File: src/verilog/pipe_pkg.sv
// pipeline shared definitions
`default_nettype none

package pipe_pkg;

    // data width, default of the top level XLEN
    localparam int xlen = 64;

    // instruction width
    localparam int ilen = 32;

    // architectural register count
    localparam int nreg = 32;

    // major opcodes handled by the decoder
    typedef enum logic [6:0] {
        OP_IMM    = 7'b0010011,
        OP_REG    = 7'b0110011,
        OP_LUI    = 7'b0110111,
        OP_SYSTEM = 7'b1110011
    } opcode_e;

    // alu operations
    typedef enum logic [2:0] {
        ALU_ADD   = 3'd0,
        ALU_SUB   = 3'd1,
        ALU_AND   = 3'd2,
        ALU_OR    = 3'd3,
        ALU_XOR   = 3'd4,
        ALU_SLL   = 3'd5,
        ALU_PASSB = 3'd6
    } alu_op_e;

endpackage

`default_nettype wire
File: src/verilog/id_reg.sv
// IF/ID stage register
`default_nettype none
`timescale 1ns/1ps

module id_reg (
    input  wire                          clk,
    input  wire                          flush_i,
    input  wire                          enable_i,
    input  wire                          valid_i,
    input  wire  [pipe_pkg::xlen-1:0]    pc_i,
    input  wire  [pipe_pkg::ilen-1:0]    instr_i,
    output logic                         valid_o,
    output logic [pipe_pkg::xlen-1:0]    pc_o,
    output logic [pipe_pkg::ilen-1:0]    instr_o
);

    // valid loads with the data so a stall holds the slot
    always_ff @(posedge clk) begin
        if (flush_i) begin
            valid_o <= 1'b0;
            pc_o    <= '0;
            instr_o <= '0;
        end else if (enable_i) begin
            valid_o <= valid_i;
            pc_o    <= pc_i;
            instr_o <= instr_i;
        end
    end

endmodule

`default_nettype wire

File: config.mk
export PLATFORM = sky130hd
export DESIGN_NAME = id_reg
export DESIGN_NICKNAME = d
export VERILOG_FILES = /design/src/verilog/pipe_pkg.sv /design/src/verilog/id_reg.sv
export SDC_FILE = /design/constraint.sdc
export NUM_CORES = 1
export LEC_CHECK = 0
export BUFFER_PORTS_ARGS = -buffer_cell sky130_fd_sc_hd__buf_2
export CORE_ASPECT_RATIO = 0.75
export CORE_MARGIN = 1
export CORE_UTILIZATION = 43
export CTS_CLUSTER_DIAMETER = 40
export DETAILED_ROUTE_END_ITERATION = 10
export PLACE_DENSITY = 0.86
export SLEW_MARGIN = 20
export SYNTH_ARGS = -nofsm -noshare
export SYNTH_HDL_FRONTEND = slang
export SYNTH_SLANG_ARGS = --single-unit
File: constraint.sdc
create_clock -name clk -period 1.15 [get_ports clk]
set_input_delay 0.23 -clock clk [delete_from_list [all_inputs] [get_ports clk]]
set_output_delay 0.23 -clock clk [all_outputs]
set_load 0.05 [all_outputs]
# Word-level counts from Yosys, hierarchy flattened
# Cells that the tools add are included.
# word_totals
ff_bits,97
out_inout_bits,97

# Logic depth before layout (Yosys ltp)
# depth
ltp_word,0
mapped_depth,5
depth_no_buf,2

# Worst setup path after synthesis
# No wires, ideal clock.
# synth_path
path_kind,input port to flip-flop
from,in enable_i
to,reg pc_o[32] in the netlist's numbering
setup_time_ps,128
arrival_ps,869
slack_ps,153
stages,5
path_buffers,3
cell_sequence,buf_4 buf_8 buf_8 mux2i_1 nor2_1
# synth_rtl
item,line_no,text
start: declaration,id_reg.sv:8,"input wire enable_i,"
end signal: assignment,id_reg.sv:25,pc_o <= pc_i;
end: declaration,id_reg.sv:13,"output logic [pipe_pkg::xlen-1:0] pc_o,"

# Worst setup path in the final report
# layout_path
from,reg pc_o[33] in the netlist's numbering
to,out pc_o[33] in the netlist's numbering
# No word-level cell between the ends.

==> metrics.md <==
| Metric | Value |
|---|---|
| Outcome | `finished clean` |
| Startpoint class of the critical path | `flip-flop` |
| Worst slack, placed | `0.0328 ns` |
| Detail Route met2 WL | `4770 µm` |
| Mux contribution to synthesized area | `28.3%` |
| Post-Synth Simple-Gate Area | `10.6%` |
| Io pins | `197` |
| R2r setup slk | `0.44 ns` |
| Clock buffer depth | `2` |
| Area of the multi-input gates | `0.00134 mm²` |
| DIE HEIGHT | `79.4 µm` |
| Root Driver | `clkbuf_8` |
| Worst path bufs/invs | `1` |
| FP Rows | `27` |
| Syn Nets | `413` |
| Top cells by area, synth | `dfxtp_1, mux2i_1, nor2_1` |
| Clock skew | `0 ns` |
| Minimum clock period after layout | `1.14 ns` |
| CTS H-tree depth | `3` |
| Max Clk Rate | `0.881 GHz` |
| Hold Fails Final Rpt | `0` |
| Max Cap Viol | `0` |
| VDD IR max | `0.918 mV` |
| Flip-flop and latch area | `0.00200 mm²` |
| Power Density | `1470 mW/mm²` |
| Final hold slack | `0.125 ns` |
| Setup violators final | `0` |
| Reg2Reg Depth | `2` |
| Number of port buffers | `196` |
| Layout cells sized above 1 | `51.8%` |
| Yosys reg bits | `97` |
| DRC viols | `0` |
| Main combinational cell family by area after synthesis | `multiplexers` |
| Cell taking the most area after synthesis | `dfxtp_1` |
| CP delay by family, top | `flip-flops` |
| Largest net degree at the start of global routing | `50` |
| Compound-Gate Fraction of Synth Area | `0%` |
| Fin nets | `608` |
| Worst setup path end | `pc_o[33]` |
| Initial Utilization | `45.6%` |
| Congestion Overflow GR | `0` |
| Met3 WL post-DR | `670 µm` |
| # fillers | `549` |
| Worst r2r src | `pc_o[33]$_SDFFE_PP0P_` |
| Area share of xor/xnor cells in the synthesized design | `0%` |
| Crit-path cells | `buf_6` |
| Post-synth EDFFs | `0` |
| Tcrit/Tclk final | `98.7%` |
| Die ar. | `0.00836 mm²` |
| WS Path Type | `reg2out` |
| CP startpoint | `pc_o[33]$_SDFFE_PP0P_` |
| Hpwl dp | `5960 µm` |
| Slowest CP cell | `dfxtp_1` |
| Hold buffer count at CTS | `0` |
| Total CTS buffers | `9` |
| Count of final max-slew check failures | `0` |
| Main synth FF type | `dfxtp_1` |
| Initial DRC count | `78` |
| Relative slew slack | `86.3%` |
| Post-synth ARST share | `0%` |
| Met1 Routed Length | `3550 µm` |
| Critical path depth in cells | `1` |
| Worst-Skew Late Latency | `0.33 ns` |
| Antenna violations before repair | `0` |
| Ant diodes | `0` |
| Synth top area share | `56.5%` |
| Routed via count | `2913` |
| Seq/Total Area, Yosys | `56.5%` |
| Mean Syn Cell Area | `11.0 µm²` |
| Post-Route WL | `9110 µm` |
| Via/cell ratio | `4.75` |
| Clock sink count | `97` |
| Core Region | `0.00753 mm²` |
| CP Capture Type | `output pin` |
| CP Max Fanout | `2` |
| First-pass GRT wire length | `13100 µm` |
| Post-route setup slack | `0.0147 ns` |
| Warnings, synthesis | `0` |
| Crit path DAT | `0.91 ns` |
| Chip width | `105 µm` |
| Top Layer Used | `met4` |
| End of the worst register-to-register path | `pc_o[33]$_SDFFE_PP0P_` |
| Commonest cells in the netlist | `dfxtp_1, mux2i_1, nor2_1` |
| WP data required | `0.92 ns` |
| DR pass1 iterations | `4` |
| Post-Synth Adder-Cell Area | `0%` |
| Syn Inst Count | `313` |
| Placer Congestion | `0.718` |
| Leakage power | `2.72 nW` |
| Routed length per instance | `14.9 µm` |
| Worst hold path type | `in2reg` |
| Number of global-route vias before repair | `2836` |
| Critical path's largest stage delay | `0.39 ns` |
| Antenna-violating nets left | `0` |
| Synthesized area | `0.00344 mm²` |
| Syn-to-layout area delta | `56.2%` |
| CTS tree | `yes` |
| GRT Util Overall | `20.0%` |
| Synth unique cells | `7` |
| Clock transition at the registers of the reported paths | `0.09 ns` |
| Worst slew pin tran | `0.200 ns` |
[final cells by class]
| class | instances | area share, % |
|---|---|---|
| tap | 101 | 2.35 |
| timing repair buffer | 206 | 31.5 |
| clock buffer | 11 | 2.63 |
| multi-input combinational | 194 | 24.9 |
| clock inverter | 4 | 1.45 |
| sequential | 97 | 37.2 |
[metal layers]
| layer | vias up | global-route usage (%) |
|---|---|---|
| met1 | 1348 | 22.4 |
| met3 | 12 | 6.29 |
| met2 | 138 | 36.4 |
| li1 | 1415 | - |
| met4 | 0 | 6.20 |
| met5 | - | 0 |
[sequential cells by signal (all words and copies together), names as in the netlist]
register,cells
instr_o,32
valid_o,1
pc_o,64
[through the flow]
stage	TNS (ns)	power [mW]	instances	util, %	instance area, µm²
6_report	0	7.91	613	71.3	5370
5_1_grt	-0.0919	8.23	613	71.3	5370
4_1_cts	0	7.84	613	67.1	5060
3_5_place_dp	0	5.30	598	59.9	4510
3_3_place_gp	0	5.26	598	59.9	4510
2_1_floorplan	0	4.86	313	-	3440
[placed cells by master (no fill, tap or decap)]
cell type / n
buf_2: 98
mux2i_1: 97
nor2_1: 97
buf_6: 90
dfxtp_1: 52
dfxtp_2: 45
buf_4: 14
clkbuf_8: 10
buf_12: 4
clkinv_4: 2
bufinv_16: 2
clkbuf_1: 1
[worst reg2reg max path: stages (launching register included)]
cell	delay, ns
dfxtp_1	0.39
mux2i_1	0.09
nor2_1	0.16
[worst min-delay path by stage]
stage	startpoint	end	slack, ns	cells after the start
6_report	pc_i[37]	pc_o[37]$_SDFFE_PP0P_	0.12	3
5_1_grt	instr_i[27]	instr_o[27]$_SDFFE_PP0P_	0.11	3
2_1_floorplan	instr_i[0]	instr_o[0]$_SDFFE_PP0P_	0.38	2
3_3_place_gp	instr_i[5]	instr_o[5]$_SDFFE_PP0P_	0.46	3
3_5_place_dp	pc_i[56]	pc_o[56]$_SDFFE_PP0P_	0.47	3
4_1_cts	pc_i[4]	pc_o[4]$_SDFFE_PP0P_	0.1	3
[where the power goes]
group | total [mW] | switching [mW] | internal, mW
Clock | 2.37 | 1.09 | 1.28
Combinational | 1.81 | 1.10 | 0.714
Sequential | 3.73 | 0.149 | 3.58
Total | 7.91 | 2.34 | 5.57
[repair_timing]
item                                    4_1_cts  5_1_grt
setup buffers                                 0        0
gates resized for setup                     121      111
endpoints found under the setup margin       97       85
[cells by family (layout without fill, tap and decap cells)]
group	after synthesis	in the layout
multiplexers	97	97
AND/OR/NAND/NOR	97	97
buffers and inverters	22	221
flip-flops	97	97
Power figures use the tool's default switching activity.
