==> src/verilog/pipe_pkg.sv <==
// pipeline shared definitions
`default_nettype none

package pipe_pkg;

    // data width, default of the top level XLEN
    localparam int xlen = 64;

    // instruction width
    localparam int ilen = 32;

    // architectural register count
    localparam int nreg = 32;

    // major opcodes handled by the decoder
    typedef enum logic [6:0] {
        OP_IMM    = 7'b0010011,
        OP_REG    = 7'b0110011,
        OP_LUI    = 7'b0110111,
        OP_SYSTEM = 7'b1110011
    } opcode_e;

    // alu operations
    typedef enum logic [2:0] {
        ALU_ADD   = 3'd0,
        ALU_SUB   = 3'd1,
        ALU_AND   = 3'd2,
        ALU_OR    = 3'd3,
        ALU_XOR   = 3'd4,
        ALU_SLL   = 3'd5,
        ALU_PASSB = 3'd6
    } alu_op_e;

endpackage

`default_nettype wire
==> src/verilog/wb_reg.sv <==
// EX/WB stage register
`default_nettype none
`timescale 1ns/1ps

module wb_reg #(
    parameter int XLEN = pipe_pkg::xlen
) (
    input  wire                          clk,
    input  wire                          flush_i,
    input  wire                          enable_i,
    input  wire                          valid_i,
    input  wire  [pipe_pkg::xlen-1:0]    pc_i,
    input  wire  [pipe_pkg::ilen-1:0]    instr_i,
    input  wire  [4:0]                   rd_i,
    input  wire                          wen_i,
    input  wire  [XLEN-1:0]              data_i,
    input  wire                          ebreak_i,
    output logic                         valid_o,
    output logic [pipe_pkg::xlen-1:0]    pc_o,
    output logic [pipe_pkg::ilen-1:0]    instr_o,
    output logic [4:0]                   rd_o,
    output logic                         wen_o,
    output logic [XLEN-1:0]              data_o,
    output logic                         ebreak_o
);

    always_ff @(posedge clk) begin
        if (flush_i) begin
            valid_o  <= 1'b0;
            pc_o     <= '0;
            instr_o  <= '0;
            rd_o     <= '0;
            wen_o    <= 1'b0;
            data_o   <= '0;
            ebreak_o <= 1'b0;
        end else if (enable_i) begin
            valid_o  <= valid_i;
            pc_o     <= pc_i;
            instr_o  <= instr_i;
            rd_o     <= rd_i;
            wen_o    <= wen_i;
            data_o   <= data_i;
            ebreak_o <= ebreak_i;
        end
    end

endmodule

`default_nettype wire

==> config.mk <==
export PLATFORM = sky130hd
export DESIGN_NAME = wb_reg
export DESIGN_NICKNAME = d
export VERILOG_FILES = /design/src/verilog/pipe_pkg.sv /design/src/verilog/wb_reg.sv
export SDC_FILE = /design/constraint.sdc
export NUM_CORES = 1
export LEC_CHECK = 0
export ABC_AREA = 1
export BUFFER_PORTS_ARGS = -buffer_cell sky130_fd_sc_hd__buf_4
export CAP_MARGIN = 10
export CORE_MARGIN = 8
export CORE_UTILIZATION = 42
export DETAILED_ROUTE_END_ITERATION = 7
export PLACE_DENSITY = 0.82
export SETUP_SLACK_MARGIN = 0.05
export SYNTH_ARGS = -nofsm -noshare
export SYNTH_HDL_FRONTEND = slang
export SYNTH_SLANG_ARGS = --single-unit
==> constraint.sdc <==
create_clock -name clk -period 0.8 [get_ports clk]
set_input_delay 0.04 -clock clk [delete_from_list [all_inputs] [get_ports clk]]
set_output_delay 0.04 -clock clk [all_outputs]
set_load 0.02 [all_outputs]
# After elaboration in Yosys (flattened, before gate mapping)

Index checks and enable logic that the tools add are counted.

Input bits: 171
Flip-flop bits (word level): 168
Logic and storage cells: 7
Output and inout port bits: 168

# Logic depth before layout (Yosys ltp)

Depth after elaboration: 0
Mapped depth: 5

# Least setup slack after synthesis

OpenSTA, ideal clock, no wires.

Path type: input port to flip-flop
From: input port enable_i
To: register data_o[21]
Setup time: 0.113 ns
Data arrival time: 0.624 ns
Data required time: 0.687 ns
Setup slack: 0.063 ns
Path buffers: 3
Stages on the path: 5
Cells stage by stage: buf_4 > buf_4 > buf_6 > nor2_1 > nor2_1

RTL lines:

| what                 | RTL line     | source |
|---|---|---|
| start, declared      | wb_reg.sv:10 | `input wire enable_i,` |
| end signal, assigned | wb_reg.sv:42 | `data_o <= data_i;` |
| end, declared        | wb_reg.sv:23 | `output logic [XLEN-1:0] data_o,` |

# Final worst setup path

From: register pc_o[26] (netlist bit)
To: output port pc_o[26] (netlist bit)

RTL lines:

| what                   | RTL line     | source |
|---|---|---|
| start, declared        | wb_reg.sv:19 | `output logic [pipe_pkg::xlen-1:0] pc_o,` |
| start signal, assigned | wb_reg.sv:38 | `pc_o <= pc_i;` |

No word-level cell between the ends.

==> results.md <==
* Area leader, netlist: dfxtp_1
* CP Class: flop to primary output
* WP buf/inv at 1
* Die X at between 100 and 150 um
* Die height at between 100 and 150 um
* RSZ-0062 raised after global routing: true
* RD Place Congestion at approximately 0.8
* Worst-path cell with the longest stage delay: dfxtp_2
* Fin nets at between 1500 and 2000
* Violated checks: setup timing
* Post-synthesis average cell area at ~6.4 um^2
* Layout filler cell count at between 700 and 800
* Gr ovfl total at 0
* CTS tree: done
* Final hold vios at 0
* Tmin final at just under 1 ns
* Worst-margin pin slew at roughly 0.25 ns
* PwrDens at around 1800 mW/mm^2
* Core area at 0.0159 mm^2
* Static Leak at between 7 and 8 nW
* Initial antenna violation count at 2
* CP required at approximately 0.76 ns
* Via count at roughly 9000
* Clock-pin slew on the worst setup and hold paths at 0.07 ns
* Post-synthesis sequential area ratio at 49.1%
* Yosys top cell area share at 49.1%
* EDFF count, synth at 0
* Clock skew at 0 ns
* Routed length per instance at 18.3 um
* Predominant post-synthesis flop cell: dfxtp_1
* Setup TNS at -19.40 ns
* Largest net degree at the start of global routing at 48
* WL met2 at between 15 and 20 mm
* Port bufs at 338
* HP Class: input pin to flop
* Row cnt at 46
* Max layer used: met4
* GR Util All Layers at between 30% and 40%
* Fmax at approximately 1.0 GHz
* DP HPWL at around 16 mm
* CTS buffer count at 17
* CP delay by family, top: flip-flops
* DRC at 0
* Drt first pass iters at 7
* Clock root buffer: clkbuf_16
* Vias in the first global route at between 9000 and 10000
* Clk_lat worst skew at about 0.41 ns
* Vias per cell at between 4 and 5
* Slowest stage delay, CP at about 0.38 ns
* Status: finished with violations
* Max VDD drop at approximately 1.3 mV
* Arrival time of the worst setup path at just over 0.9 ns
* Met1 Wirelength at roughly 11 mm
* Period utilization at 121%
* Depth of the CTS H-tree at 4
* CTS max path bufs at 2
* Synth warnings at 0
* Die area at ~0.021 mm^2
* Synth Register Bits at around 170
* Slack of the critical path at -0.169 ns
* Crit start category: flop
* Top cells by area, synth: dfxtp_1 49%, nand2_1 18%, nor2_1 18%
* Post-Syn Area at between 0.006 and 0.007 mm^2
* Routed length on met3 at around 2.9 mm
* Share of cells above drive strength 1 at roughly two fifths
* Worst-path cell chain: buf_6
* Final Core Density at ~82%
* I/O Pins at roughly 340
* Max-cap viol count at 0
* Sink Count at around 170
* Antenna viol nets, final at 0
* Post-synthesis cell count at ~1100
* Final WL at between 30 and 40 mm
* Initial Util at a little over two fifths
* Area delta synth->final at 90.8%
* Slew margin rel. at between 80% and 90%
* Max Fanout on Critical Path at 2
* Nature of the critical path endpoint: primary output
* First-pass GRT wire length at slightly below 50 mm
* Slew Viols, Final at 0
* Syn nets at around 1200
* Async S/R FF share, synth at 0%
* Iteration-0 DRC Markers at between 600 and 700
* Final setup viols at about 170
* Post-synth cell types at 10
* Top cells by count, synth: 336 x nand2_1, 336 x nor2_1, 168 x dfxtp_1, 168 x inv_1, 36 x buf_2
==> per-layer routing <==
layer  track usage (%)  vias up
met2              53.9      614
met3              8.33      208
met4              26.6        0
met5                 0        -
met1              27.4     4115
li1                  -     4064
==> per-stage QoR <==
| stage | std cells | power, mW | worst slack [ns] | cell area, um^2 | hold WS, ns |
|---|---|---|---|---|---|
| 5_1_grt | 1826 | 24.5 | -0.193 | 13100 | 0.0151 |
| 4_1_cts | 1801 | 23.0 | -0.160 | 12800 | 0.00514 |
| 6_report | 1829 | 23.7 | -0.169 | 13100 | 0.00312 |
| 3_5_place_dp | 1592 | 13.5 | -0.0643 | 9660 | 0.328 |
| 3_3_place_gp | 1592 | 13.4 | -0.0354 | 9660 | 0.320 |
| 2_1_floorplan | 1064 | 11.5 | 0.0632 | 6850 | 0.228 |
==> registers in the layout (all words and copies together), names as in the netlist <==
register,flops
data_o,64
ebreak_o,1
instr_o,32
pc_o,64
rd_o,5
valid_o,1
wen_o,1
==> power by group <==
| group | total (mW) | internal, mW | leakage [nW] | switching, mW |
|---|---|---|---|---|
| clock | 8.44 | 4.81 | 0.283 | 3.63 |
| combinational | 5.70 | 2.89 | 5.35 | 2.81 |
| sequential | 9.55 | 9.08 | 1.45 | 0.477 |
==> cell families (layout without fill, tap and decap cells) <==
family	Yosys count	after routing	share of synthesized area (%)
buf+inv	224	768	14.1
flops	168	168	49.1
other cells	0	5	0
simple gates	672	672	36.8
==> path summary, 6_finish.rpt <==
| path | cells after the start | from | endpoint | slack [ns] |
|---|---|---|---|---|
| setup reg to reg | 3 | data_o[23] | data_o[23] | 0.02 |
| setup / recovery | 1 | pc_o[26] | pc_o[26] | -0.17 |
| hold / removal | 3 | enable_i | pc_o[61] | 0.003 |
| hold reg to reg | 2 | instr_o[24] | instr_o[24] | 0.48 |
==> placed cells by master (no fill, tap or decap), drive strengths merged, types with 3 or more instances in the layout <==
cell type	Yosys	routed
diode	0	5
dlygate4sd3	0	168
dfxtp	168	168
nor2	336	336
clkbuf	5	19
nand2	336	336
clkinv	1	3
inv	168	173
clkinvlp	0	4
buf	50	399
==> area by class of cell <==
cell class	instances	area, um^2	share of cell area, %
timing repair buffer	567	5420	41.4
sequential	168	3580	27.3
multi-input combinational	672	2570	19.6
inverter	169	639	4.89
clock buffer	19	453	3.46
tap	216	270	2.07
clock inverter	13	144	1.10
antenna	5	12.5	0.0957
==> what timing repair did <==
item | 4_1_cts | 5_1_grt
endpoints found under the setup margin | 168 | 175
gates cloned | 0 | 0
hold endpoints to repair | 167 | 0
resized for setup | 336 | 19
setup buffers | 8 | 25
hold buffers | 169 | 0
No activity file was read; power rests on OpenSTA's default activity.
