`config.mk`:
```
export PLATFORM = sky130hd
export DESIGN_NAME = reg_file
export DESIGN_NICKNAME = d
export VERILOG_FILES = /design/src/verilog/pipe_pkg.sv /design/src/verilog/reg_file.sv
export SDC_FILE = /design/constraint.sdc
export NUM_CORES = 2
export LEC_CHECK = 0
export BUFFER_PORTS_ARGS = -buffer_cell sky130_fd_sc_hd__buf_2
export CORE_AREA = 2 2 492 494
export CTS_CLUSTER_SIZE = 10
export DETAILED_ROUTE_END_ITERATION = 12
export DIE_AREA = 0 0 494 496
export GPL_TIMING_DRIVEN = 1
export HOLD_SLACK_MARGIN = 0.06
export SYNTH_ARGS = -nofsm -noshare
export SYNTH_HDL_FRONTEND = slang
export SYNTH_SLANG_ARGS = --single-unit
```
`constraint.sdc`:
```
create_clock -name clk -period 2.9 [get_ports clk]
set_clock_uncertainty 0.05 [all_clocks]
set_input_delay 0.435 -clock clk [delete_from_list [all_inputs] [get_ports clk]]
set_output_delay 0.435 -clock clk [all_outputs]
set_load 0.1 [all_outputs]
```
`src/verilog/pipe_pkg.sv`:
```
// pipeline shared definitions
`default_nettype none

package pipe_pkg;

    // data width, default of the top level XLEN
    localparam int xlen = 64;

    // instruction width
    localparam int ilen = 32;

    // architectural register count
    localparam int nreg = 32;

    // major opcodes handled by the decoder
    typedef enum logic [6:0] {
        OP_IMM    = 7'b0010011,
        OP_REG    = 7'b0110011,
        OP_LUI    = 7'b0110111,
        OP_SYSTEM = 7'b1110011
    } opcode_e;

    // alu operations
    typedef enum logic [2:0] {
        ALU_ADD   = 3'd0,
        ALU_SUB   = 3'd1,
        ALU_AND   = 3'd2,
        ALU_OR    = 3'd3,
        ALU_XOR   = 3'd4,
        ALU_SLL   = 3'd5,
        ALU_PASSB = 3'd6
    } alu_op_e;

endpackage

`default_nettype wire
```
`src/verilog/reg_file.sv`:
```
// integer register file
`default_nettype none
`timescale 1ns/1ps

module reg_file #(
    parameter int XLEN = pipe_pkg::xlen
) (
    input  wire             clk,
    input  wire             rst_i,
    input  wire  [4:0]      raddr_a_i,
    input  wire  [4:0]      raddr_b_i,
    input  wire             we_i,
    input  wire  [4:0]      waddr_i,
    input  wire  [XLEN-1:0] wdata_i,
    output logic [XLEN-1:0] rdata_a_o,
    output logic [XLEN-1:0] rdata_b_o
);

    logic [XLEN-1:0] regs [pipe_pkg::nreg];

    // x0 reads zero, same-cycle write is bypassed
    function automatic logic [XLEN-1:0] read_port(input logic [4:0] addr);
        if (addr == 5'd0) begin
            return '0;
        end else if (we_i && waddr_i == addr) begin
            return wdata_i;
        end
        return regs[addr];
    endfunction

    always_ff @(posedge clk) begin
        if (rst_i) begin
            for (int i = 0; i < pipe_pkg::nreg; i++) begin
                regs[i] <= '0;
            end
        end else if (we_i && waddr_i != 5'd0) begin
            regs[waddr_i] <= wdata_i;
        end
    end

    assign rdata_a_o = read_port(raddr_a_i);
    assign rdata_b_o = read_port(raddr_b_i);

endmodule

`default_nettype wire

```
# [Yosys cells after proc, flatten, opt, wreduce, memory -nomap -nowiden]
# Memories as Yosys holds them, arrays and structs flattened.
# Index checks and enable logic that the tools add are counted.
[word_totals] register_bits=0 ram_bits=2048 in_bits=82 output_inout_bits=128 elab_cells=28 memories=1
[op_classes] n_eq_ne=2 n_mux=18 n_reduce_logical=7
[memory_table] name="regs" depth=32 width=64 read_ports=2 rd_ports_with_merged_regs=0 wr=32 line_no="reg_file.sv:19" text="logic [XLEN-1:0] regs [pipe_pkg::nreg];"
[ops] op="2-to-1 mux 64 bit" n=7
[ops] op="OR reduction 64 bit" n=1
[ops] op="equality test 5 bit" n=2
[ops] op="zero test 5 bit" n=2
[ops] op="2-to-1 mux 1 bit" n=10
[ops] op="2-to-1 mux 5 bit" n=1
[ops] op="nonzero test 5 bit" n=1
[ops] op="logical AND 1 bit" n=3

# [Logic depth before layout (Yosys ltp)]
[logic_depth] word_depth=7 mapped_depth=10 ltp_nobuf=5

# [Worst setup path before layout]
# OpenSTA, ideal clock, no wires.
[synth_timing] path_kind="input port to output port" startpoint="input port raddr_b_i[0]" endpoint="output port rdata_b_o[23]" t_arrival_ns=4.715 required_ns=2.415 setup_slack_ns=-2.300 stages=8 path_buffers=4 cell_sequence="buf_4 -> buf_8 -> xor2_1 -> nor4_2 -> a31o_2 -> buf_4 -> clkbuf_1 -> o41ai_1"
[synth_between] elab_chain_len=5 elab_cells_between_ends=8 classes_between="eq/ne (1); mux (4); reduce/logical (2); memory (1)"
[synth_rtl] element="from (decl)" line_no="reg_file.sv:11" text="input wire [4:0] raddr_b_i,"
[synth_rtl] element="branches (longest 4 deep; another with memory read (32 x 64 bit))"
[synth_rtl] element="2-to-1 mux 64 bit *" line_no="reg_file.sv:28" text="return regs[addr];"
[synth_rtl] element="to (decl)" line_no="reg_file.sv:16" text="output logic [XLEN-1:0] rdata_b_o"
# Every way passes the cells marked *.

==> results.md <==
- Slew Viols, Final: 0
- CP startpoint kind: flip-flop
- Combinational power share: 0.192
- Mapped Area: 0.110 sq mm
- DRT Pass-1 Iters: 6
- Gr ovfl total: 0
- Ports: between 200 and 250
- Finished Core Util: 0.554
- Status: finished with violations
- Failing checks: negative setup slack
- Hold Path Depth: 2
- Synth Flop Type: edfxtp_1
- Finish-stage setup viols: about 130
- Clk slew on worst S/H paths: ~0.060 ns
- Initial antenna violation count: between 40 and 50
- Root buffer cell: clkbuf_16
- Die extent in y: between 400 and 500 um
- All-Layer GR Usage: 0.365
- Dpl ws: -0.448 ns
- Largest net degree at the start of global routing: 65
- Crit end category: output port
- Synth top area share: 0.561
- Area Growth Syn to Fin: 21.1%
- Cell mode on critical path: mux4_2
- Number of global-route vias before repair: roughly 75000
- Post-synth top area cell: edfxtp_1
- Final wirelength: approximately 450000 um
- Worst hold path type: input pin to flip-flop
- Top post-synthesis cells by area: edfxtp_1, mux4_2, and2_1
- Required @ worst endpoint: between 2 and 2.5 ns
- CP Cell Sequence: mux4_2, mux4_2, nor2_2, buf_6, o41ai_4, buf_12
- RSZ-0062 raised after global routing: yes
- Nets: between 7000 and 8000
- Register bank with the most flops: regs
- CTS tree: yes
- CP Class: flip-flop to output port
- Max Cap Viol: 0
- TNS Setup: -35.52 ns
- Clock power share: 0.343
- Switch share: 0.280
- CTS sink cnt: slightly above 2000
- Top cells by count, synth: edfxtp_1, and2_1, mux4_2
- Worst-Margin Slew: a little under 1 ns
- Crit-path max cell delay: 0.53 ns
- Worst Path Arrival: 2.94 ns
- Total design power: 0.0755 W
- Top-count cell post-synth: edfxtp_1
- Achievable Freq: slightly below 300 MHz
- Ratio of cells with drive above 1 in the final layout: 0.357
- Avg Cell Area, Syn: between 15 and 20 sq um
- Die area: 0.245 sq mm
- H-tree level count: 4
- Worst min-delay path startpoint: wdata_i[39]
- Library cells used by synthesis: 54
- Number of buffers added on ports: ~210
- Post-synthesis sequential area ratio: 0.561
- Crit path max-delay family: multiplexers
- Total number of vias: ~76000
- Final min period: 3.42 ns
- Post-synth ARST share: 0
- Core region area: 0.240 sq mm
- P_int: 0.0544 W
- Maximum VDD drop: 0.549 mV
- Crit-path slowest cell: mux4_2
- Vias per cell: 6.88
- Die width: 494 um
- Number of flops mapped to enable cells by yosys: about 2000
- Row cnt: 180
- CTS buffer count: around 230
- Leak: about 47 nW
- RePlAce Congestion: 0.922
- ANT nets after route: 0
- # fillers: 18734
- Mapped Cells: about 7200
- Worst Hold Endpoint: regs[1][39]
- Crit path buffers/inverters: 2
- Initial Util: 0.457
- Biggest regs: regs: 2048 flops
- DRC errors left: 0
- DR WL/cell: between 40 and 50 um
- Max FFs per register: 2048
- Yosys warns: 0
- Reg power frac: 0.465
- Worst-path fanout max: 2
- Final worst path period share: 1.18
- Pwr dens: around 570 mW/mm^2
- Max-slew headroom: 0.352
- DR iter-0 viols: around 13000
- First-pass GRT wire length: between 600000 and 700000 um
- Synth Register Bits: 2048
- HPWL Detailed: about 270000 um
- Final hold vios: 0
- Final WS setup: -0.520 ns
- Clock Path Buffers: 3
- Switching power: ~0.021 W
## power groups by stage
stage	clock network [W]	logic (W)	registers, W
after floorplan	0	0.00774	0.0353
final	0.0259	0.0145	0.0351
after global placement	0	0.0134	0.0355
after global routing	0.0270	0.0147	0.0352
after detailed placement	0	0.0135	0.0356
after CTS	0.0260	0.0141	0.0350
## what timing repair did
item,CTS,global route
endpoints found under the hold margin,42,0
hold buffers,6,0
pin swaps,304,60
setup buffers,56,11
setup endpoints to repair,128,128
gates resized for setup,430,115
cloned,12,2
## layout by cell type (no fill, tap or decap), types with 17 or more instances in the layout
cell       synthesis  layout
clkbuf_1         569      38
buf_12             0     404
a211oi_2           0      92
a211o_2            0      42
mux2i_2            0      21
conb_1             1      64
buf_2            108      70
mux4_2           941     941
nand2_1           77      74
buf_4             47     498
nor2b_1           71      28
o221ai_2           0      18
nor2b_4            0      43
a211o_4            0      20
a211oi_1         137      32
a32o_2             0      20
clkbuf_16          0     236
a22oi_1          140      80
nor3_1            63      51
o221ai_1          49      30
a21oi_2            1      35
o22ai_1          104      98
a22oi_2            0      60
nor2_1            90      38
mux2i_1          321     293
a21oi_1          128      93
diode_2            0      30
nor2_4             0      46
o41ai_4            0      17
and2_1          1989    1985
buf_6             65      32
or2_4              0      32
edfxtp_1        2048    2048
## metrics by stage
step	instances	instance area [sq um]	hold slack, ns
after detailed placement	10667	123000	0.839
after CTS	11003	132000	0.0618
after global routing	11019	133000	0.129
after global placement	10667	123000	0.831
final	11042	133000	0.106
after floorplan	7310	110000	0.583
## metal layers
metal / global-route usage / vias up / share of wire
met2: 0.555 / 6408 / 0.45
met1: 0.469 / 39159 / 0.35
met4: 0.215 / 2 / 0.069
met3: 0.104 / 1444 / 0.13
met5: 0 / - / 0.000016
li1: - / 28941 / -
## worst max-delay path by stage
stage | start | end | slack, ns | depth (start not counted)
5_1_grt | regs[8][2] | rdata_b_o[2] | -0.57 | 6
3_3_place_gp | raddr_a_i[0] | rdata_a_o[28] | -0.47 | 10
4_1_cts | regs[15][2] | rdata_b_o[2] | -0.58 | 6
2_1_floorplan | raddr_b_i[0] | rdata_b_o[23] | -0.40 | 10
6_report | regs[15][2] | rdata_b_o[2] | -0.52 | 6
3_5_place_dp | raddr_a_i[0] | rdata_a_o[28] | -0.45 | 10
## layout make-up
class	instances	area, sq um	area share
Inverter	6	30.0	0.000226
Multi-Input combinational cell	4431	47400	0.357
Clock inverter	23	176	0.00133
Tap cell	3185	3990	0.0300
Antenna cell	30	75.1	0.000566
Clock buffer	272	6000	0.0452
Timing Repair Buffer	1047	13500	0.102
Sequential cell	2048	61500	0.463
## kinds of logic (layout without fill, tap and decap cells)
family	after synthesis	after routing	synth area share
buffers and inverters	831	1348	0.0361
AND/OR/NAND/NOR	2357	2357	0.130
other	1	94	0.0000342
flip-flops	2048	2048	0.561
XOR/XNOR	9	9	0.000891
AO/OA/AOI/OAI	734	734	0.0482
multiplexers	1267	1267	0.223
No activity file was read; power rests on OpenSTA's default activity.
