### config.mk
export PLATFORM = sky130hd
export DESIGN_NAME = ex_reg
export DESIGN_NICKNAME = d
export VERILOG_FILES = /design/src/verilog/pipe_pkg.sv /design/src/verilog/ex_reg.sv
export SDC_FILE = /design/constraint.sdc
export NUM_CORES = 1
export LEC_CHECK = 0
export ABC_AREA = 1
export BUFFER_PORTS_ARGS = -buffer_cell sky130_fd_sc_hd__buf_2
export CORE_AREA = 2 2 239 241
export CTS_BUF_LIST = sky130_fd_sc_hd__clkbuf_4 sky130_fd_sc_hd__clkbuf_8
export DETAILED_ROUTE_END_ITERATION = 10
export DIE_AREA = 0 0 241 243
export HOLD_SLACK_MARGIN = 0.03
export PLACE_DENSITY = 0.43
export SLEW_MARGIN = 20
export SYNTH_ARGS = -nofsm -noshare
export SYNTH_HDL_FRONTEND = slang
export SYNTH_SLANG_ARGS = --single-unit
export TNS_END_PERCENT = 1
### constraint.sdc
create_clock -name clk -period 1.2 [get_ports clk]
set_clock_uncertainty 0.2 [all_clocks]
set_input_delay 0.36 -clock clk [delete_from_list [all_inputs] [get_ports clk]]
set_output_delay 0.36 -clock clk [all_outputs]
set_load 0.02 [all_outputs]
### src/verilog/pipe_pkg.sv
// pipeline shared definitions
`default_nettype none

package pipe_pkg;

    // data width, default of the top level XLEN
    localparam int xlen = 64;

    // instruction width
    localparam int ilen = 32;

    // architectural register count
    localparam int nreg = 32;

    // major opcodes handled by the decoder
    typedef enum logic [6:0] {
        OP_IMM    = 7'b0010011,
        OP_REG    = 7'b0110011,
        OP_LUI    = 7'b0110111,
        OP_SYSTEM = 7'b1110011
    } opcode_e;

    // alu operations
    typedef enum logic [2:0] {
        ALU_ADD   = 3'd0,
        ALU_SUB   = 3'd1,
        ALU_AND   = 3'd2,
        ALU_OR    = 3'd3,
        ALU_XOR   = 3'd4,
        ALU_SLL   = 3'd5,
        ALU_PASSB = 3'd6
    } alu_op_e;

endpackage

`default_nettype wire
### src/verilog/ex_reg.sv
// ID/EX stage register
`default_nettype none
`timescale 1ns/1ps

module ex_reg #(
    parameter int XLEN = pipe_pkg::xlen
) (
    input  wire                          clk,
    input  wire                          flush_i,
    input  wire                          enable_i,
    input  wire                          valid_i,
    input  wire  [pipe_pkg::xlen-1:0]    pc_i,
    input  wire  [pipe_pkg::ilen-1:0]    instr_i,
    input  wire  [4:0]                   rd_i,
    input  wire  [4:0]                   rs1_i,
    input  wire  [4:0]                   rs2_i,
    input  wire  [XLEN-1:0]              busa_i,
    input  wire  [XLEN-1:0]              busb_i,
    input  wire  [XLEN-1:0]              imm_i,
    input  pipe_pkg::alu_op_e            alu_op_i,
    input  wire                          srcb_imm_i,
    input  wire                          wen_i,
    input  wire                          ebreak_i,
    output logic                         valid_o,
    output logic [pipe_pkg::xlen-1:0]    pc_o,
    output logic [pipe_pkg::ilen-1:0]    instr_o,
    output logic [4:0]                   rd_o,
    output logic [4:0]                   rs1_o,
    output logic [4:0]                   rs2_o,
    output logic [XLEN-1:0]              busa_o,
    output logic [XLEN-1:0]              busb_o,
    output logic [XLEN-1:0]              imm_o,
    output pipe_pkg::alu_op_e            alu_op_o,
    output logic                         srcb_imm_o,
    output logic                         wen_o,
    output logic                         ebreak_o
);

    always_ff @(posedge clk) begin
        if (flush_i) begin
            valid_o    <= 1'b0;
            pc_o       <= '0;
            instr_o    <= '0;
            rd_o       <= '0;
            rs1_o      <= '0;
            rs2_o      <= '0;
            busa_o     <= '0;
            busb_o     <= '0;
            imm_o      <= '0;
            alu_op_o   <= pipe_pkg::ALU_ADD;
            srcb_imm_o <= 1'b0;
            wen_o      <= 1'b0;
            ebreak_o   <= 1'b0;
        end else if (enable_i) begin
            valid_o    <= valid_i;
            pc_o       <= pc_i;
            instr_o    <= instr_i;
            rd_o       <= rd_i;
            rs1_o      <= rs1_i;
            rs2_o      <= rs2_i;
            busa_o     <= busa_i;
            busb_o     <= busb_i;
            imm_o      <= imm_i;
            alu_op_o   <= alu_op_i;
            srcb_imm_o <= srcb_imm_i;
            wen_o      <= wen_i;
            ebreak_o   <= ebreak_i;
        end
    end

endmodule

`default_nettype wire

== Word level (Yosys, flattened, before mapping) ==
Index checks and enable logic that the tools add are counted.

* Word-level logic and storage cells: 13
* Bits in registers: 310
* Output and inout port bits: 310
* Input port bits: 313

== Depth between registers and ports, before layout ==
* Depth in word-level cells: 0
* Depth in mapped cells: 6

== Least setup slack after synthesis ==
OpenSTA, ideal clock, no wires.

* Path kind: input -> register
* From: input enable_i
* To: register busa_o[10]
* Buffers on the path: 3
* Stages: 5
* Setup time: 113 ps
* Setup slack: -16 ps
* Data arrival time: 903 ps
* Cell sequence: buf_6 buf_6 clkbuf_8 nor2_1 nor2_1

{| class="wikitable"
|+ RTL lines
! element !! RTL line !! text
|-
| start: declaration || ex_reg.sv:10 || <nowiki>input wire enable_i,</nowiki>
|-
| end signal: assignment || ex_reg.sv:61 || <nowiki>busa_o <= busa_i;</nowiki>
|-
| end: declaration || ex_reg.sv:30 || <nowiki>output logic [XLEN-1:0] busa_o,</nowiki>
|}

== Final worst setup path ==
* From: register pc_o[58] (netlist bit)
* To: output pc_o[58] (netlist bit)

{| class="wikitable"
|+ RTL lines
! element !! RTL line !! text
|-
| start: declaration || ex_reg.sv:25 || <nowiki>output logic [pipe_pkg::xlen-1:0] pc_o,</nowiki>
|-
| start signal: assignment || ex_reg.sv:56 || <nowiki>pc_o <= pc_i;</nowiki>
|}

No word-level cell between the ends.

==> reports/qor.yml <==
die_area_mm2: 0.0586
end_kind: "output pin"
antenna_left: 0
final_max_slew_viol_count: 0
htree_num_levels: 2
synth.top_cells.by_area: "sky130_fd_sc_hd__dfxtp_1 (47%), sky130_fd_sc_hd__nand2_1 (18%), sky130_fd_sc_hd__nor2_1 (18%), sky130_fd_sc_hd__inv_1 (8.9%), sky130_fd_sc_hd__buf_6 (3.5%)"
die_h_um: 243
post-cts-setup-buffers: 0
synth_top_cell_area_share_pct: 47.4
tritoncts: "done"
synth_warn: 0
cap_viol_max_count: 0
final_core_util_pct: 42.5
dieWidth_um: 241
kind_of_start_point_of_the_critical_path: "flip-flop"
kind_of_critical_path: "reg2out"
worst_slew_margin_rel_pct: 82.2
worst_hold_startpoint: "enable_i"
global_route.overflow_total: 0
insertion_delay_ps: 610
post_synth.cell_area_avg_um2: 6.67
drc_violations: 0
wire_length_reported_by_the_detailed_router_mm: 47.9
post_place_setup_slack_ps: -279
site_row_count: 87
worst_endpoint_data_arrival_time_ps: 1110
netlist-cell-type-count: 9
final_routed_wire_length_divided_by_cell_count_um: 12.8
fin_crit_ps: 1670
crit_path_cell_trace: "buf_6"
synth_sequential_area_ratio_pct: 47.4
yosys_register_bits: 310
worst_slack_ps: -467
dr_pass1_iterations: 4
grt_first_pass_wirelength_mm: 73.4
area_leader_netlist: "sky130_fd_sc_hd__dfxtp_1"
status: "complete, but fails checks"
antenna_found_initial: 5
vias: 14300
min-delay-path-class: "in2reg"
worstHoldPathCells: 5
worstPathMaxFanout: 2
critPathRequiredTime_ps: 640
pin_count_of_the_biggest_net_entering_global_routing: 65
cts.path.max_buffers: 3
syn_inst: 1964
rsz_0062_raised_after_global_routing: "yes"
power.ir.vdd_worst_v: 0.000656
start_util_pct: 23.4
largest_stage_delay_worst_path_ps: 350
fin_nets: 3254
power.total_mw: 28.5
critPathSlowestCell: "sky130_fd_sc_hd__dfxtp_2"
setup_viol: 310
finalWeightedCongestion: 0.823
first_global_vias: 14500
power.static_leakage_nw: 12.8
final_layout_size_suffix_gt1_share_pct: 36.9
holdPathEnd: "busb_o[48]$_SDFFE_PP0P_"
failed_checks: "negative setup slack"
area_growth_pct: 81.4
clock_transition_at_the_registers_of_the_reported_paths_ps: 60
worst_r2r_path_depth: 2
hpwl_mm: 33.6
hold_viol: 0
numCtsBuffers: 58
root_buffer: "sky130_fd_sc_hd__clkbuf_8"
power_density_mw_per_mm2: 1200
critical_path.n_buffers_inverters: 1
syn_area_mm2: 0.0131
core_region_area_mm2: 0.0560
initialDrtViolationCount: 362
setup_total_negative_slack_ps: -133640
final.period_utilization_pct: 139
layout.cells.most_common_list: "sky130_fd_sc_hd__nor2_1 (620), sky130_fd_sc_hd__nand2_1 (620), sky130_fd_sc_hd__dlygate4sd3_1 (323)"
clock.fmax_mhz: 600
placement.io_buffers: 622
syn_nets: 2277
cts_sinks: 310
regToRegSetupSlack_ps: 400
critical_path.reg2reg.endpoint: "busb_o[21]$_SDFFE_PP0P_"
r2r-start: "busb_o[21]$_SDFFE_PP0P_"
worst-slew-pin-transition_ps: 266
grt_use_total_pct: 15.6
path_delay_family: "flip-flops"
hold_slack_ps: 79.4
floorplan.io_pins: 623
detail_route.vias_per_cell: 3.83
==> where the power goes <==
part / internal (mW) / total (mW) / switching (mW)
clock network: 6.07 / 10.6 / 4.54
logic: 3.22 / 6.17 / 2.95
registers: 11.2 / 11.7 / 0.526
total: 20.5 / 28.5 / 8.02
==> what timing repair did <==
action | 4_1_cts | 5_1_grt
hold endpoints to repair | 310 | 0
hold buffers | 330 | 0
gates resized for setup | 918 | 20
endpoints found under the setup margin | 310 | 326
cloned | 0 | 0
==> logic make-up after synthesis <==
| logic type | synth area share, % |
|---|---|
| and+or+nand+nor | 35.5 |
| buffers and inverters | 17.1 |
| DFF | 47.4 |
==> sequential cells by signal, summed over array words and instances (netlist names) <==
signal / count
instr_o: 32
rs1_o: 5
busa_o: 64
pc_o: 64
rd_o: 5
srcb_imm_o: 1
alu_op_o: 3
rs2_o: 5
busb_o: 64
wen_o: 1
imm_o: 64
valid_o: 1
ebreak_o: 1
==> routing by layer <==
layer / global-route usage [%] / part of all wire, % / vias to the layer above
li1: - / - / 7499
met5: 0 / 0.033 / -
met2: 28.8 / 50 / 419
met4: 6.12 / 3.2 / 2
met1: 16.1 / 39 / 6314
met3: 4.96 / 7.7 / 98
==> cells in the mapped netlist <==
library cell and count:
sky130_fd_sc_hd__nand2_1 620, sky130_fd_sc_hd__nor2_1 620, sky130_fd_sc_hd__inv_1 311, sky130_fd_sc_hd__dfxtp_1 310, sky130_fd_sc_hd__buf_6 41, sky130_fd_sc_hd__clkbuf_8 30
sky130_fd_sc_hd__buf_4 16, sky130_fd_sc_hd__buf_2 15, sky130_fd_sc_hd__clkbuf_1 1
==> cell type report <==
type	instances	area (um2)
clock inverter	4	25.0
timing repair buffer	1020	9190
fill	5783	32200
tap	756	946
multi-input combinational	1240	4650
inverter	311	1170
antenna	4	10.0
clock buffer	94	1170
sequential	310	6600
==> worst max-delay path by stage <==
stage	end	from	slack, ps	cells past startpoint
after detailed placement	busb_o[22]$_SDFFE_PP0P_	enable_i	-280	6
after CTS	pc_o[58]	pc_o[58]$_SDFFE_PP0P_	-550	1
final	pc_o[58]	pc_o[58]$_SDFFE_PP0P_	-470	1
after global placement	busb_o[14]$_SDFFE_PP0P_	enable_i	-280	6
after floorplan	imm_o[10]$_SDFFE_PP0P_	enable_i	-10	5
after global routing	pc_o[58]	pc_o[58]$_SDFFE_PP0P_	-550	1
==> stage by stage <==
stage	area (um2)	instances
5_1_grt	23800	3738
3_5_place_dp	16900	3307
2_1_floorplan	13100	1964
6_report	23800	3739
4_1_cts	23700	3735
3_3_place_gp	16900	3307
No activity file was read; power rests on OpenSTA's default activity.
