### src/verilog/pipe_pkg.sv
// pipeline shared definitions
`default_nettype none

package pipe_pkg;

    // data width, default of the top level XLEN
    localparam int xlen = 64;

    // instruction width
    localparam int ilen = 32;

    // architectural register count
    localparam int nreg = 32;

    // major opcodes handled by the decoder
    typedef enum logic [6:0] {
        OP_IMM    = 7'b0010011,
        OP_REG    = 7'b0110011,
        OP_LUI    = 7'b0110111,
        OP_SYSTEM = 7'b1110011
    } opcode_e;

    // alu operations
    typedef enum logic [2:0] {
        ALU_ADD   = 3'd0,
        ALU_SUB   = 3'd1,
        ALU_AND   = 3'd2,
        ALU_OR    = 3'd3,
        ALU_XOR   = 3'd4,
        ALU_SLL   = 3'd5,
        ALU_PASSB = 3'd6
    } alu_op_e;

endpackage

`default_nettype wire
### src/verilog/instr_decoder.sv
// instruction decoder
`default_nettype none
`timescale 1ns/1ps

module instr_decoder (
    input  wire  [pipe_pkg::ilen-1:0]    instr_i,
    output logic [4:0]                   rs1_o,
    output logic [4:0]                   rs2_o,
    output logic [4:0]                   rd_o,
    output logic [pipe_pkg::xlen-1:0]    imm_o,
    output pipe_pkg::alu_op_e            alu_op_o,
    output logic                         srcb_imm_o,
    output logic                         wen_o,
    output logic                         ebreak_o
);

    localparam logic [pipe_pkg::ilen-1:0] EBREAK_WORD = 32'h0010_0073;

    pipe_pkg::opcode_e opcode;
    logic [2:0]        funct3;
    logic [6:0]        funct7;

    assign opcode = pipe_pkg::opcode_e'(instr_i[6:0]);
    assign funct3 = instr_i[14:12];
    assign funct7 = instr_i[31:25];

    // register fields are taken as is, even when the format has none
    assign rs1_o = instr_i[19:15];
    assign rs2_o = instr_i[24:20];
    assign rd_o  = instr_i[11:7];

    always_comb begin
        imm_o      = {{(pipe_pkg::xlen-12){instr_i[31]}}, instr_i[31:20]};
        alu_op_o   = pipe_pkg::ALU_ADD;
        srcb_imm_o = 1'b0;
        wen_o      = 1'b0;
        ebreak_o   = 1'b0;
        case (opcode)
            pipe_pkg::OP_IMM: begin
                srcb_imm_o = 1'b1;
                if (funct3 == 3'b000) begin
                    wen_o = 1'b1;
                end else if (funct3 == 3'b001 && instr_i[31:26] == 6'b0) begin
                    // rv64 slli takes a 6-bit shamt
                    alu_op_o = pipe_pkg::ALU_SLL;
                    wen_o    = 1'b1;
                end
            end
            pipe_pkg::OP_REG: begin
                if (funct7 == 7'b0000000) begin
                    wen_o = 1'b1;
                    case (funct3)
                        3'b000:  alu_op_o = pipe_pkg::ALU_ADD;
                        3'b100:  alu_op_o = pipe_pkg::ALU_XOR;
                        3'b110:  alu_op_o = pipe_pkg::ALU_OR;
                        3'b111:  alu_op_o = pipe_pkg::ALU_AND;
                        default: wen_o    = 1'b0;
                    endcase
                end else if (funct7 == 7'b0100000 && funct3 == 3'b000) begin
                    alu_op_o = pipe_pkg::ALU_SUB;
                    wen_o    = 1'b1;
                end
            end
            pipe_pkg::OP_LUI: begin
                imm_o      = {{(pipe_pkg::xlen-32){instr_i[31]}}, instr_i[31:12], 12'b0};
                alu_op_o   = pipe_pkg::ALU_PASSB;
                srcb_imm_o = 1'b1;
                wen_o      = 1'b1;
            end
            pipe_pkg::OP_SYSTEM: begin
                ebreak_o = (instr_i == EBREAK_WORD);
            end
            default: begin
                // unknown word retires without a write
                wen_o = 1'b0;
            end
        endcase
    end

endmodule

`default_nettype wire

### config.mk
export PLATFORM = sky130hd
export DESIGN_NAME = instr_decoder
export DESIGN_NICKNAME = d
export VERILOG_FILES = /design/src/verilog/pipe_pkg.sv /design/src/verilog/instr_decoder.sv
export SDC_FILE = /design/constraint.sdc
export NUM_CORES = 1
export LEC_CHECK = 0
export ABC_AREA = 1
export BUFFER_PORTS_ARGS = -buffer_cell sky130_fd_sc_hd__buf_2
export CAP_MARGIN = 20
export CORE_UTILIZATION = 36
export DETAILED_ROUTE_END_ITERATION = 6
export PLACE_DENSITY = 0.85
export SLEW_MARGIN = 10
export SYNTH_ARGS = -nofsm -noshare
export SYNTH_HDL_FRONTEND = slang
export SYNTH_SLANG_ARGS = --single-unit
### constraint.sdc
create_clock -name vclk -period 1.07
set_clock_uncertainty 0.1 [all_clocks]
set_input_delay 0.0535 -clock vclk [all_inputs]
set_output_delay 0.0535 -clock vclk [all_outputs]
set_load 0.03 [all_outputs]
=== Word-level counts from Yosys, hierarchy flattened ===
Index checks and enable logic that the tools add are counted.

* Bits in registers: 0
* Input port bits: 32
* Output and inout port bits: 85
* Logic and storage cells: 32

* Eq/ne operators: 10
* Multiplexer cells: 15
* Reductions and logical operators: 7

{| class="wikitable"
|+ Operators by type and width
! kind !! number
|-
| $eq 32x21->1 const B || 1
|-
| $mux 31 || 1
|-
| $eq 7x6->1 const B || 3
|-
| $pmux 3 s3 || 2
|-
| $eq 3x3->1 const B || 3
|-
| $mux 3 || 3
|-
| $mux 1 || 8
|-
| $eq 7x5->1 const B || 1
|-
| $eq 7x7->1 const B || 1
|-
| $logic_not 7->1 || 1
|-
| $logic_not 6->1 || 1
|-
| $reduce_or 4->1 || 1
|-
| $eq 3x1->1 const B || 1
|-
| $logic_not 3->1 || 1
|-
| $pmux 1 s3 || 1
|-
| $logic_and 1x1->1 || 2
|-
| $reduce_or 2->1 || 1
|}

=== Longest topological paths before layout ===
* Depth after elaboration: 5
* Depth in mapped cells: 7
* Mapped depth without buffers: 7

=== Least setup slack after synthesis ===
Ideal clock, no wire load.

* Path type: input port to output port
* From: input instr_i[1] (netlist bit)
* To: output srcb_imm_o
* Data arrival time: 1.015 ns
* Required time: 0.917 ns
* Path slack: -0.099 ns
* Cell stages on the path: 4
* Path buffers: 0
* Cell sequence: nand2_1 nor2_1 nand2_1 o21ai_0

* Word-level cells in the longest chain between the ends: 3
* Elaborated cells between the ends (all ways): 4
* Those cells by class: eq/ne (2); mux (1); reduce/logical (1)

{| class="wikitable"
|+ Ends and longest elaborated chain
! item !! line !! RTL
|-
| start: declaration || instr_decoder.sv:6 || <nowiki>input wire [pipe_pkg::ilen-1:0] instr_i,</nowiki>
|-
| $eq 7x5->1 / $eq 7x6->1 (equally long branches) || instr_decoder.sv:38 || <nowiki>case (opcode)</nowiki>
|-
| $reduce_or 2->1 (no source line) (*) || -- ||
|-
| $mux 1 (*) || instr_decoder.sv:38 ||
|-
| end: declaration || instr_decoder.sv:12 || <nowiki>output logic srcb_imm_o,</nowiki>
|}

Mark *: on every way between the ends. The rest lies on a longest branch, timed or not.

=== Final worst setup path ===
* From: input instr_i[3] (netlist bit)
* To: output imm_o[15] (netlist bit)

* Word-level cells in the longest chain between the ends: 2

{| class="wikitable"
|+ Ends and longest elaborated chain
! item !! line !! RTL
|-
| $eq 7x6->1 || instr_decoder.sv:38 ||
|-
| $mux 31 || instr_decoder.sv:38 ||
|-
| end: declaration || instr_decoder.sv:10 || <nowiki>output logic [pipe_pkg::xlen-1:0] imm_o,</nowiki>
|}

Every way passes these cells.

==> impl_metrics.py <==
metrics = {
    "floorplanning": {
        "rows": 19,
        "dieArea_um2": 3110,
        "dieHeight_um": 55.7,
        "io_pins": 117,
        "core_um2": 2760,
        "die_w_um": 55.7,
        "floorplan.initialDensity_pct": 37.7,
    },
    "power": {
        "ir_drop_mv": 0.608,
        "power_mw": 1.00,
        "p_switching_mw": 0.619,
        "pwr-share-clk_pct": 0,
        "pwr-share-seq_pct": 0,
        "pwr-share-comb_pct": 100.0,
        "p_int_mw": 0.384,
        "leakage_nw": 1.10,
        "p_sw_share_pct": 61.7,
        "p_per_area_nw_per_um2": 502,
    },
    "routing": {
        "drc_errors": 0,
        "routed_wl_um": 3990,
        "viasPerCell": 4.65,
        "first_pass_iters": 4,
        "dr.first_iter.drc_count": 43,
        "wire_per_inst_um": 13.5,
        "drtAntennaViolNets": 0,
        "via_count": 1376,
    },
    "logic_synthesis": {
        "synth.largest_area_cell": "buf_4",
        "yosys-top-cells-count": "buf_4, nor2_1, inv_1",
        "ys_types": 17,
        "synth.top_cells.by_area": "buf_4, o21ai_2, nor2_1, inv_1, nand3_1",
        "synth_area_um2": 1040,
        "syn_avg_cell_area_um2": 6.08,
        "synth_most_common_cell": "buf_4",
        "synth_nets": 203,
        "synth_top_cell_area_share_pct": 34.7,
        "postSynthCellCount": 171,
        "yosysWarnings": 0,
        "ys_seq_area_share_pct": 0,
    },
    "global_route": {
        "grt_pass1_wl_um": 5030,
        "overflow": 0,
        "antenna_found_initial": 0,
        "grt_max_degree": 34,
        "grt_use_total_pct": 19.3,
        "grt_pass1_vias": 1189,
    },
    "sta": {
        "rsz0062_at_grt": "true",
        "fin_crit_sh_pct": 108,
        "worst_slack_ns": -0.0850,
        "fmax_mhz": 866,
        "fin_hold_ws_ns": 0.271,
        "report.final.hold_viol_count": 0,
        "worst_slew_pin_slew_ns": 0.214,
        "setup_viol": 33,
        "relSlewSlack_pct": 85.6,
        "slew_viol_final": 0,
        "period_minus_slack_ns": 1.16,
    },
    "run": {
        "drv_cap": 0,
    },
    "finish": {
        "nClkBuffers": 0,
        "drive_gt1_share_pct": 81.1,
        "nFillCells": 209,
        "diodes": 0,
        "final_area_um2": 2000,
        "nets": 299,
        "syn2layout_area_growth_pct": 91.9,
        "regArea_um2": 0,
        "seq_cell_count": 0,
        "final_cell_count_no_fill": 296,
    },
    "critical_path": {
        "end_kind": "output port",
        "crit_top_cell": "nand2_4",
        "worstSetupPathType": "in -> out",
        "slowest_stage": "nor3_4",
        "cp_max_fo": 6,
        "path_cells": "buf_8, nor3_4, nand2_4, nand2_4, clkbuf_16, o21ai_2, buf_6",
        "worstPathRequired_ns": 0.92,
        "max_stage_delay_ns": 0.21,
        "crit_arrival_ns": 1.00,
        "worstSetupStartpointType": "primary input",
    },
    "place": {
        "place.gp.congestion": 0.781,
        "post-place-ws_ns": -0.116,
        "place_area_um2": 1480,
        "dp.cells": 292,
        "portBuffers": 117,
        "hpwl_um": 2500,
    },
    "status": {
        "outcome": "finished, violations left",
        "violations": "setup timing",
    },
    "hold_path": {
        "hold_path_class": "in -> out",
    },
    "clock_tree": {
        "cts_hold_buffers": 0,
    },
}
## power by group through the flow
| stage | Clock, mW | Sequential, mW | Combinational [mW] |
|---|---|---|---|
| 2_1_floorplan | 0 | 0 | 0.625 |
| 3_3_place_gp | 0 | 0 | 0.790 |
| 3_5_place_dp | 0 | 0 | 0.798 |
| 4_1_cts | 0 | 0 | 0.899 |
| 5_1_grt | 0 | 0 | 1.05 |
| 6_report | 0 | 0 | 1.00 |
## cell type report
class              instances  area, um^2  share of cell area (%)
repair buffers           147        1150                    57.7
inverters                 27         104                    5.20
well taps                 31        38.8                    1.94
multi-input cells         91         701                    35.1
## cell families (layout without fill, tap and decap cells)
family / Yosys count / in the layout / share of synthesized area (%)
AOI/OAI and AO/OA: 22 / 22 / 17.7
buffers and inverters: 80 / 174 / 51.5
and+or+nand+nor: 69 / 69 / 30.8
## stage by stage
step / setup TNS, ns / utilization, %
6_report: -1.69 / 72.4
5_1_grt: -3.17 / 72.4
4_1_cts: -0.327 / 62.1
3_5_place_dp: -2.50 / 53.5
3_3_place_gp: -1.73 / 53.5
2_1_floorplan: -0.0546 / -
## per-layer routing
metal | share of wire (%) | GRT usage (%)
met5 | 0 | 0
met4 | 3.0 | 2.14
met3 | 5.2 | 1.86
met2 | 57 | 39.2
met1 | 34 | 21.8
## final timing paths
path | slack, ns | end | from | cells after the start
worst max-delay path | -0.09 | imm_o[15] | instr_i[3] | 7
worst min-delay path | 0.27 | rs2_o[1] | instr_i[21] | 2
## cells in the final DEF (no fill, tap or decap), drive strengths merged
master / n
o21bai: 1
o21ai: 20
nor3: 2
nand2: 17
nand3b: 1
buf: 146
a21oi: 1
clkbuf: 1
nand4: 3
nand3: 13
nor2: 33
inv: 27
## critical path: cells and delay by family
family                 cells  cell delay, ns
AOI/OAI and AO/OA          1            0.06
buffers and inverters      3            0.41
and+or+nand+nor            3            0.48
## repair_timing
| item | in CTS | in global routing |
|---|---|---|
| gates resized for setup | 81 | 68 |
| endpoints found under the setup margin | 37 | 37 |
| setup buffers | 0 | 3 |
| cloned | 0 | 1 |
| pin swaps | 2 | 20 |
No activity file was read; power rests on OpenSTA's default activity.
